**config.mk**
```make
export PLATFORM = sky130hd
export DESIGN_NAME = snes_mem_bridge
export DESIGN_NICKNAME = d
export VERILOG_FILES = /design/src/hdl/snes_bus_pkg.sv /design/src/hdl/sdram_port_pkg.sv /design/src/hdl/bridge_ctrl.sv /design/src/hdl/sdram_request_mux.sv /design/src/hdl/read_data_steer.sv /design/src/hdl/vram_read_filter.sv /design/src/hdl/snes_mem_bridge.sv
export SDC_FILE = /design/constraint.sdc
export NUM_CORES = 1
export LEC_CHECK = 0
export BUFFER_PORTS_ARGS = -buffer_cell sky130_fd_sc_hd__buf_2
export CAP_MARGIN = 5
export CORE_AREA = 2 2 164 166
export DETAILED_ROUTE_END_ITERATION = 16
export DIE_AREA = 0 0 166 168
export GPL_ROUTABILITY_DRIVEN = 0
export PLACE_DENSITY_LB_ADDON = 0.12
export SETUP_SLACK_MARGIN = 0.05
export SLEW_MARGIN = 30
export SYNTH_ARGS = -nofsm -noshare
export SYNTH_HDL_FRONTEND = slang
export SYNTH_HIERARCHICAL = 1
export SYNTH_SLANG_ARGS = --single-unit
```
**constraint.sdc**
```tcl
create_clock -name wclk -period 3.9 [get_ports wclk]
set_clock_uncertainty 0.15 [all_clocks]
set_input_delay 1.17 -clock wclk [delete_from_list [all_inputs] [get_ports wclk]]
set_output_delay 1.17 -clock wclk [all_outputs]
set_load 0.05 [all_outputs]
```
**src/hdl/snes_bus_pkg.sv**
```systemverilog
// Console-side bus types shared by the bridge RTL and its testbench; import where needed
package snes_bus_pkg;

    // Mapper nibble from the cartridge type byte, bits 7:4
    typedef enum logic [3:0] {
        MAP_STANDARD     = 4'h0,
        MAP_BSRAM_SHARED = 4'hC     // Save RAM answers any enabled access
    } rom_mapper_t;

    typedef struct packed {
        logic [23:0] addr;
        logic        ce_n;
        logic        word;          // 16-bit fetch, no byte swap
    } rom_bus_t;

    typedef struct packed {
        logic [16:0] addr;          // 128 KB work RAM
        logic        ce_n;
        logic        rd_n;
        logic        we_n;
        logic [7:0]  d;
    } wram_bus_t;

    typedef struct packed {
        logic [19:0] addr;
        logic        ce_n;
        logic        rd_n;
        logic        we_n;
        logic [7:0]  d;
    } bsram_bus_t;

    typedef struct packed {
        logic [15:0] addr;          // 64 KB audio RAM
        logic        ce_n;
        logic        oe_n;
        logic        we_n;
        logic [7:0]  d;
    } aram_bus_t;

    // One of these per VRAM port, output enable is common
    typedef struct packed {
        logic [15:0] addr;
        logic        we_n;
        logic [7:0]  d;
    } vram_bus_t;

endpackage

```
**src/hdl/sdram_port_pkg.sv**
```systemverilog
// SDRAM controller request types and address constants; import in modules that build requests
package sdram_port_pkg;

    localparam int CPU_ADDR_W  = 23;
    localparam int VRAM_ADDR_W = 15;

    // WRAM lives in banks 7E/7F, the top 128 KB of CPU space
    localparam logic [5:0] WRAM_BANK_PREFIX = 6'b111111;

    // Which source owns the CPU port this cycle
    typedef enum logic [1:0] {
        REQ_NONE,
        REQ_LOAD,
        REQ_ROM,
        REQ_WRAM
    } req_kind_t;

    typedef struct packed {
        logic                  rd;
        logic                  wr;
        logic                  port;    // 0 ROM or loader, 1 WRAM
        logic [1:0]            ds;      // Byte enables, bit 1 is the high byte
        logic [CPU_ADDR_W-1:0] addr;
        logic [15:0]           din;
    } cpu_req_t;

    typedef struct packed {
        logic        rd;
        logic        wr;
        logic [19:0] addr;
        logic [7:0]  din;
    } bsram_req_t;

    typedef struct packed {
        logic        rd;
        logic        wr;
        logic [15:0] addr;
        logic [15:0] din;           // Byte repeated in both halves
    } aram_req_t;

    typedef struct packed {
        logic                   rd;
        logic                   wr;
        logic [VRAM_ADDR_W-1:0] addr;
        logic [7:0]             din;
    } vram_req_t;

endpackage

```
**src/hdl/bridge_ctrl.sv**
```systemverilog
// Loader tracking, run-enable gate and phase strobes; instantiated once by the bridge top level
`timescale 1ns/1ps

module bridge_ctrl (
    input  logic        resetn,
    input  logic        wclk,
    input  logic        loading,
    input  logic        loader_valid,
    input  logic        sdram_busy,
    input  logic        frame_pause,
    input  logic        sysclkf_ce,
    input  logic        sysclkr_ce,
    output logic        snes_resetn,
    output logic        enable,
    output logic        f2,
    output logic        r2,
    output logic [23:0] load_addr
);

    typedef enum logic [1:0] {
        LOAD_IDLE,
        LOAD_ACTIVE,
        LOAD_DONE
    } load_state_t;

    load_state_t state;
    load_state_t state_next;
    logic        loaded;
    logic        load_start;

    // Rising edge of loading, seen from any state but ACTIVE
    assign load_start  = loading && (state != LOAD_ACTIVE);
    assign loaded      = (state == LOAD_DONE);
    assign snes_resetn = resetn & ~loading;     // Console held in reset during a load

    always_comb begin
        state_next = state;
        unique case (state)
            LOAD_IDLE: begin
                if (loading)
                    state_next = LOAD_ACTIVE;
            end
            LOAD_ACTIVE: begin
                if (!loading)
                    state_next = LOAD_DONE;
            end
            LOAD_DONE: begin
                if (loading)
                    state_next = LOAD_ACTIVE;   // New image replaces the old one
            end
            default: state_next = LOAD_IDLE;
        endcase
    end

    always_ff @(posedge wclk) begin
        if (!resetn) begin
            state     <= LOAD_IDLE;
            load_addr <= '0;
        end else begin
            state <= state_next;
            if (load_start)
                load_addr <= '0;
            else if (loader_valid)
                load_addr <= load_addr + 24'd1;
        end
    end

    // Run permission, then the gated phase pulses one cycle behind it
    always_ff @(posedge wclk) begin
        if (!resetn) begin
            enable <= 1'b0;
            f2     <= 1'b0;
            r2     <= 1'b0;
        end else begin
            enable <= ~sdram_busy & ~frame_pause & loaded;
            f2     <= sysclkf_ce & enable;  // Fall phase
            r2     <= sysclkr_ce & enable;  // Rise phase
        end
    end

endmodule

```
**src/hdl/sdram_request_mux.sv**
```systemverilog
// Builds SDRAM requests for the CPU, save RAM and audio RAM ports; instantiated by the bridge top
`timescale 1ns/1ps

module sdram_request_mux (
    input  logic                      wclk,
    input  logic                      resetn,
    input  logic                      f2,
    input  logic                      r2,
    input  logic                      loading,
    input  logic                      loader_valid,
    input  logic [7:0]                loader_data,
    input  logic [23:0]               load_addr,
    input  snes_bus_pkg::rom_mapper_t mapper,
    input  snes_bus_pkg::rom_bus_t    rom,
    input  snes_bus_pkg::wram_bus_t   wram,
    input  snes_bus_pkg::bsram_bus_t  bsram,
    input  snes_bus_pkg::aram_bus_t   aram,
    output sdram_port_pkg::cpu_req_t   cpu_req,
    output sdram_port_pkg::bsram_req_t bsram_req,
    output sdram_port_pkg::aram_req_t  aram_req
);

    import snes_bus_pkg::*;
    import sdram_port_pkg::*;

    req_kind_t  kind;
    cpu_req_t   cpu_next;
    bsram_req_t bsram_next;
    logic       bsram_rd_t;
    logic       wram_rd;
    logic       wram_wr;

    // Shared-mapper save RAM reads without a read strobe
    assign bsram_rd_t = ~bsram.ce_n & f2 &
                        (~bsram.rd_n | (mapper == MAP_BSRAM_SHARED));
    assign wram_rd    = ~wram.ce_n & ~wram.rd_n;
    assign wram_wr    = ~wram.ce_n & ~wram.we_n;

    // CPU port priority
    always_comb begin
        if (loading && loader_valid)
            kind = REQ_LOAD;
        else if (!rom.ce_n && f2 && !bsram_rd_t)
            kind = REQ_ROM;
        else if (wram_rd || wram_wr)
            kind = REQ_WRAM;
        else
            kind = REQ_NONE;
    end

    always_comb begin
        cpu_next = '0;
        unique case (kind)
            REQ_LOAD: begin
                cpu_next.wr   = 1'b1;
                cpu_next.addr = load_addr[CPU_ADDR_W-1:0];
                cpu_next.ds   = {load_addr[0], ~load_addr[0]};
                cpu_next.din  = {loader_data, loader_data};
            end
            REQ_ROM: begin
                cpu_next.rd   = 1'b1;
                cpu_next.addr = rom.addr[CPU_ADDR_W-1:0];
                cpu_next.ds   = 2'b11;      // Full word, steer picks the byte
            end
            REQ_WRAM: begin
                cpu_next.rd   = wram_rd & f2;
                cpu_next.wr   = wram_wr & r2;
                cpu_next.port = 1'b1;
                cpu_next.addr = {WRAM_BANK_PREFIX, wram.addr};
                cpu_next.ds   = {wram.addr[0], ~wram.addr[0]};
                cpu_next.din  = {wram.d, wram.d};
            end
            default: cpu_next = '0;
        endcase
    end

    always_comb begin
        bsram_next.rd   = bsram_rd_t;
        bsram_next.wr   = ~bsram.ce_n & ~bsram.we_n & r2;
        bsram_next.addr = bsram.addr;
        bsram_next.din  = bsram.d;
    end

    always_ff @(posedge wclk) begin
        if (!resetn) begin
            cpu_req   <= '0;
            bsram_req <= '0;
        end else begin
            cpu_req   <= cpu_next;
            bsram_req <= bsram_next;
        end
    end

    // Audio RAM goes straight through in the same cycle
    always_comb begin
        aram_req.rd   = ~aram.ce_n & ~aram.oe_n;
        aram_req.wr   = ~aram.ce_n & ~aram.we_n;
        aram_req.addr = aram.addr;
        aram_req.din  = {aram.d, aram.d};
    end

endmodule

```
**src/hdl/read_data_steer.sv**
```systemverilog
// Routes returned SDRAM words to the byte-wide console buses; instantiated by the bridge top
`timescale 1ns/1ps

module read_data_steer (
    input  logic                      wclk,
    input  logic                      resetn,
    input  snes_bus_pkg::rom_bus_t    rom,
    input  logic                      wram_addr_lsb,
    input  sdram_port_pkg::aram_req_t aram_req,
    input  logic [15:0]               port0,
    input  logic [15:0]               port1,
    input  logic [15:0]               aram_dout,
    output logic [15:0]               rom_q,
    output logic [7:0]                wram_q,
    output logic [7:0]                aram_q
);

    logic aram_lsb;     // Byte asked for by the last ARAM read

    // Odd byte fetch puts the wanted byte in the low half
    assign rom_q = (rom.word || !rom.addr[0]) ? port0 : {port0[7:0], port0[15:8]};

    assign wram_q = wram_addr_lsb ? port1[15:8] : port1[7:0];

    always_ff @(posedge wclk) begin
        if (!resetn)
            aram_lsb <= 1'b0;
        else if (aram_req.rd)
            aram_lsb <= aram_req.addr[0];
    end

    assign aram_q = aram_lsb ? aram_dout[15:8] : aram_dout[7:0];

endmodule

```
**src/hdl/vram_read_filter.sv**
```systemverilog
// Drops repeated VRAM reads and staggers dual-port reads; instantiated by the bridge top
`timescale 1ns/1ps

module vram_read_filter (
    input  logic                      wclk,
    input  logic                      resetn,
    input  logic                      vram_oe_n,
    input  snes_bus_pkg::vram_bus_t   vram1,
    input  snes_bus_pkg::vram_bus_t   vram2,
    output sdram_port_pkg::vram_req_t vram1_req,
    output sdram_port_pkg::vram_req_t vram2_req
);

    import sdram_port_pkg::*;

    logic                   oe_n_old;
    logic [VRAM_ADDR_W-1:0] addr1_old;
    logic [VRAM_ADDR_W-1:0] addr2_old;
    logic                   delay_r;
    logic                   new_read1;
    logic                   new_read2;
    logic                   delay2;

    assign new_read1 = ~vram_oe_n &
                       (oe_n_old | (addr1_old != vram1.addr[VRAM_ADDR_W-1:0]));
    assign new_read2 = ~vram_oe_n &
                       (oe_n_old | (addr2_old != vram2.addr[VRAM_ADDR_W-1:0]));

    // Both ports want different words, port 2 waits a cycle
    assign delay2 = new_read1 & new_read2 & (vram1.addr != vram2.addr);

    always_ff @(posedge wclk) begin
        if (!resetn) begin
            oe_n_old  <= 1'b1;
            addr1_old <= '0;
            addr2_old <= '0;
            delay_r   <= 1'b0;
        end else begin
            oe_n_old  <= vram_oe_n;
            addr1_old <= vram1.addr[VRAM_ADDR_W-1:0];
            addr2_old <= vram2.addr[VRAM_ADDR_W-1:0];
            delay_r   <= delay2;
        end
    end

    always_comb begin
        vram1_req.rd   = new_read1;
        vram1_req.wr   = ~vram1.we_n;
        vram1_req.addr = vram1.addr[VRAM_ADDR_W-1:0];
        vram1_req.din  = vram1.d;

        vram2_req.rd   = (new_read2 & ~delay2) | delay_r;
        vram2_req.wr   = ~vram2.we_n;
        vram2_req.addr = vram2.addr[VRAM_ADDR_W-1:0];   // Still held from the delayed cycle
        vram2_req.din  = vram2.d;
    end

endmodule

```
**src/hdl/snes_mem_bridge.sv**
```systemverilog
// Top level of the console-to-SDRAM memory bridge; connects control and datapath blocks
`timescale 1ns/1ps

module snes_mem_bridge (
    input  logic                       wclk,
    input  logic                       resetn,
    input  logic                       loading,
    input  logic                       loader_valid,
    input  logic [7:0]                 loader_data,
    input  logic                       sdram_busy,
    input  logic                       frame_pause,
    input  logic                       sysclkf_ce,
    input  logic                       sysclkr_ce,
    input  snes_bus_pkg::rom_mapper_t  mapper,
    input  snes_bus_pkg::rom_bus_t     rom,
    input  snes_bus_pkg::wram_bus_t    wram,
    input  snes_bus_pkg::bsram_bus_t   bsram,
    input  snes_bus_pkg::aram_bus_t    aram,
    input  snes_bus_pkg::vram_bus_t    vram1,
    input  snes_bus_pkg::vram_bus_t    vram2,
    input  logic                       vram_oe_n,
    input  logic [15:0]                port0,
    input  logic [15:0]                port1,
    input  logic [15:0]                aram_dout,
    output logic                       snes_resetn,
    output logic                       enable,
    output sdram_port_pkg::cpu_req_t   cpu_req,
    output sdram_port_pkg::bsram_req_t bsram_req,
    output sdram_port_pkg::aram_req_t  aram_req,
    output sdram_port_pkg::vram_req_t  vram1_req,
    output sdram_port_pkg::vram_req_t  vram2_req,
    output logic [15:0]                rom_q,
    output logic [7:0]                 wram_q,
    output logic [7:0]                 aram_q
);

    logic        f2;
    logic        r2;
    logic [23:0] load_addr;    // Next byte position in the ROM image

    bridge_ctrl u_ctrl (
        .resetn       (resetn),
        .wclk         (wclk),
        .loading      (loading),
        .loader_valid (loader_valid),
        .sdram_busy   (sdram_busy),
        .frame_pause  (frame_pause),
        .sysclkf_ce   (sysclkf_ce),
        .sysclkr_ce   (sysclkr_ce),
        .snes_resetn  (snes_resetn),
        .enable       (enable),
        .f2           (f2),
        .r2           (r2),
        .load_addr    (load_addr)
    );

    sdram_request_mux u_req_mux (
        .wclk         (wclk),
        .resetn       (resetn),
        .f2           (f2),
        .r2           (r2),
        .loading      (loading),
        .loader_valid (loader_valid),
        .loader_data  (loader_data),
        .load_addr    (load_addr),
        .mapper       (mapper),
        .rom          (rom),
        .wram         (wram),
        .bsram        (bsram),
        .aram         (aram),
        .cpu_req      (cpu_req),
        .bsram_req    (bsram_req),
        .aram_req     (aram_req)
    );

    read_data_steer u_steer (
        .wclk          (wclk),
        .resetn        (resetn),
        .rom           (rom),
        .wram_addr_lsb (wram.addr[0]),
        .aram_req      (aram_req),
        .port0         (port0),
        .port1         (port1),
        .aram_dout     (aram_dout),
        .rom_q         (rom_q),
        .wram_q        (wram_q),
        .aram_q        (aram_q)
    );

    vram_read_filter u_vram_filter (
        .wclk      (wclk),
        .resetn    (resetn),
        .vram_oe_n (vram_oe_n),
        .vram1     (vram1),
        .vram2     (vram2),
        .vram1_req (vram1_req),
        .vram2_req (vram2_req)
    );

endmodule

```
---- Yosys cells after proc, flatten, opt, wreduce, memory -nomap -nowiden ----
Cells that the tools add are included.
storage, ports and cells
  input port bits ......................... 231
  register bits after elaboration ......... 136
  logic and storage cells ................. 103
cells by class
  bitwise logic cells ..................... 43
  $add $sub $neg .......................... 1
  multiplexer cells ....................... 14
  equality and inequality tests ........... 12
  reduce and logical (&&, ||, !) cells .... 13
operators with widths
  operator                                                               number
  25-bit case mux with 3 select lines                                    1
  16-bit case mux with 2 select lines                                    1
  15-bit != test                                                         2
  24-bit by 1-bit adder with 24-bit output, second input constant        1
  1-bit bitwise AND                                                      20
  1-bit NOT                                                              19
  16-bit two-way mux                                                     1
  8-bit two-way mux                                                      2
  16-bit != test                                                         1
  2-bit two-way mux                                                      5
  2-bit equality test, second input constant                             3
  2-bit by 1-bit equality test with 1-bit output, second input constant  2
  4-bit equality test, second input constant                             1
  1-bit logical AND                                                      4
  2-bit by 1-bit != test with 1-bit output, second input constant        2
  1-bit bitwise OR                                                       4
  1-bit case mux with 2 select lines                                     2
  2-bit case mux with 2 select lines                                     1
  2-bit OR reduction                                                     2
  1-bit zero test                                                        3
  2-bit zero test                                                        1
  1-bit logical OR                                                       2
  2-bit != test, second input constant                                   1
  2-bit AND reduction                                                    1
  1-bit two-way mux                                                      1

---- Depth between registers and ports, before layout ----
  depth after elaboration ................. 9
  gate-level depth with buffers ........... 6
  gate-level depth less buffers ........... 5

---- Hierarchy ----
Netlist, hierarchy kept.
by module, submodules not included
  module             cells each  area each (sq um)  times used
  sdram_request_mux  273         2580.0             1
  vram_read_filter   182         1744.2             1
  bridge_ctrl        137         1221.2             1
  read_data_steer    41          516.7              1

---- Least setup slack after synthesis ----
Ideal clock, no wire load.
  path kind ............................... input-to-output
  from .................................... in vram1[14] (netlist name)
  to ...................................... out vram2_req[24] (netlist name)
  stages .................................. 5
  data arrival time ....................... 2.212 ns
  path buffers ............................ 0
  required time ........................... 2.580 ns
  path slack .............................. 0.368 ns
  cells stage by stage .................... xnor2_1 > nand4_1 > nor4_2 > a21o_1 > a21o_1
RTL lines
  item             RTL line               text
  start, declared  snes_mem_bridge.sv:19  input snes_bus_pkg::vram_bus_t vram1,
  end, declared    snes_mem_bridge.sv:31  output sdram_port_pkg::vram_req_t vram2_req,

==> results.py <==
metrics = {
    "hold_path": {
        "hp-class": "flip-flop to flip-flop",
        "hp-start": "u_ctrl/state[0]",
        "hold_path_depth": 1,
        "hold_end": "u_ctrl/state[0]",
    },
    "synthesis": {
        "synth_cells": 628,
        "syn-num-nets": 860,
        "synth_area_mm2": 0.006018,
        "syn_avg_cell_area_um2": 9.583,
        "yosysWarnings": 6,
    },
    "detailed_routing": {
        "routed.top_layer": "met4",
        "ant_nets": 0,
        "drt-total-wl_mm": 19.40,
        "wl_met3_mm": 1.240,
        "first_pass_iters": 4,
        "wl_per_cell_um": 15.75,
        "met2_length_mm": 9.753,
        "route.detailed.drc": 0,
        "drt_iter0_drc": 175,
        "viasPerCell": 4.149,
        "wl_met1_mm": 8.091,
        "via_count": 5112,
    },
    "power_and_ir_drop": {
        "comb_power_share": 0.193,
        "p_leak_nw": 3.640,
        "ir_drop_mv": 0.2105,
        "p_per_area_mw_per_mm2": 455.3,
        "power_frac_seq": 0.375,
        "switching_share": 0.3078,
        "p_int_mw": 2.520,
        "power.switching_mw": 1.121,
        "p_clk_frac": 0.431,
    },
    "sta": {
        "hold_violations": 0,
        "maxSlewHeadroom": 0.5319,
        "slew_violations": 0,
        "grt_setup_unrepaired": "no",
        "setup_slack_ns": 0.1261,
        "setup_tns_ns": 0,
        "fmax_ghz": 0.2650,
        "layout_min_cycle_time_ns": 3.774,
        "fin_crit_sh": 0.9677,
        "setup_viol": 0,
        "tightest_slew_ns": 0.7022,
    },
    "worst_setup_path": {
        "worst_path_largest_cell_delay_ns": 0.33,
        "path_class": "input port to output port",
        "crit_chain": "buf_2 -> xor2_1 -> nor4_1 -> buf_4 -> a31oi_1 -> a21o_1 -> buf_4",
        "r2r_start": "u_ctrl/load_addr[0]",
        "critPathArrivalTime_ns": 2.45,
        "rr_endpoint": "u_ctrl/load_addr[22]",
        "cp-start-kind": "input port",
        "endpoint_kind": "output port",
        "cp_slowest_cell": "nor4_1",
        "rrSetupSlack_ns": 1.59,
        "required_ns": 2.58,
        "r2r_cells": 5,
        "crit_top_cell": "buf_4",
        "crit_fanout": 4,
    },
    "cells_and_area": {
        "fin_area_mm2": 0.007996,
        "areaGrowthSynthToFinish_pct": 32.87,
        "drive_above_1_share": 0.4707,
        "fin_nets": 1108,
    },
    "global_routing": {
        "gr-usage-all-layers": 0.1371,
        "grt_max_degree": 79,
        "grt_first_pass_wirelength_mm": 29.41,
        "overflow": 0,
        "antenna_found_initial": 3,
        "grt_pass1_vias": 5104,
    },
    "flow_run": {
        "cap_violations": 0,
    },
    "clock_network": {
        "cts_tree": "yes",
        "clock-sinks": 127,
        "root_buffer": "clkbuf_16",
        "clk_pin_slew_ns": 0.06,
        "hold_buffers": 0,
        "cts_htree_levels": 4,
        "insertion_delay_ns": 0.42,
        "ctsLongestPathBuffers": 2,
        "cts_buffers": 17,
        "post-cts-setup-buffer-count": 0,
    },
    "die": {
        "die_h_um": 168,
        "start_util": 0.2284,
        "die_w_um": 166,
        "dieArea_mm2": 0.02789,
        "io_pins": 423,
        "core_area_mm2": 0.02635,
        "rows": 60,
    },
    "place": {
        "hpwl_mm": 14.67,
        "place_area_mm2": 0.007395,
        "port-buffer-count": 335,
        "place_ws_ns": 0.08799,
    },
    "outcome": {
        "status": "finished clean",
    },
}
==> layout make-up <==
| type | instances | area [um^2] |
|---|---|---|
| repair buffers | 344 | 1762 |
| flip-flops and latches | 127 | 2542 |
| inverters | 7 | 26.28 |
| diodes | 3 | 7.507 |
| clock buffers | 19 | 432.9 |
| multi-input cells | 379 | 2661 |
| well taps | 341 | 426.7 |
| clock inverters | 12 | 137.6 |
| fillers | 2837 | 18350 |
==> worst max-delay path by stage <==
stage / from / to / slack, ns / cells after the start
after floorplan: vram1[14] / vram2_req[24] / 0.37 / 5
after global placement: vram1[18] / vram2_req[24] / 0.09 / 7
after detailed placement: vram1[23] / vram2_req[24] / 0.09 / 7
after CTS: vram1[18] / vram2_req[24] / 0.10 / 7
after global routing: vram2[10] / vram2_req[24] / 0.08 / 7
final: vram2[21] / vram2_req[24] / 0.13 / 7
==> power groups by stage <==
| stage | combinational [mW] | sequential, mW | clock, mW |
|---|---|---|---|
| 2_1_floorplan | 0.521 | 1.50 | 0 |
| 3_3_place_gp | 0.711 | 1.40 | 0 |
| 3_5_place_dp | 0.708 | 1.40 | 0 |
| 4_1_cts | 0.711 | 1.37 | 1.64 |
| 5_1_grt | 0.748 | 1.37 | 1.69 |
| 6_report | 0.704 | 1.37 | 1.57 |
==> metal layers <==
layer	vias up	global-route usage
met5	-	0
met3	27	0.04349
met4	0	0.04159
met2	209	0.2421
met1	2333	0.1585
li1	2543	-
==> flip-flops by register name, indices dropped and copies added, names as in the netlist <==
register / flops
u_ctrl/f2: 1
u_vram_filter/addr1_old: 15
u_ctrl/r2: 1
u_req_mux/cpu_req: 36
u_ctrl/state: 2
u_req_mux/bsram_req: 30
u_vram_filter/oe_n_old: 1
u_steer/aram_lsb: 1
u_ctrl/enable: 1
u_ctrl/load_addr: 23
u_vram_filter/delay_r: 1
u_vram_filter/addr2_old: 15
==> placed cells by master (no fill, tap or decap), types with 17 or more instances in the layout <==
master,instances
a21oi_1,25
a31oi_1,17
and2_1,58
buf_2,333
clkbuf_16,17
dfxtp_1,127
nand2_1,45
nand3_1,21
nor2_1,21
xnor2_1,40
==> critical path: cells and delay by family <==
kind	cells	cell delay, ns
AND/OR/NAND/NOR	1	0.33
XOR/XNOR	1	0.14
buffers and inverters	3	0.51
AO/OA/AOI/OAI	2	0.30
==> through the flow <==
step	util	cells	hold slack, ns	total power, mW
after floorplan	-	628	0.2670	2.023
after global placement	0.2806	1198	0.2791	2.106
after detailed placement	0.2806	1198	0.2940	2.104
after CTS	0.3024	1229	0.3011	3.723
after global routing	0.3033	1230	0.3081	3.810
final	0.3035	1232	0.3038	3.641
==> timing repair <==
| action | in CTS | in global routing |
|---|---|---|
| resized for setup | 1 | 3 |
| endpoints found under the setup margin | 1 | 1 |
| hold endpoints to repair | 0 | 0 |
No activity file was read; power rests on OpenSTA's default activity.
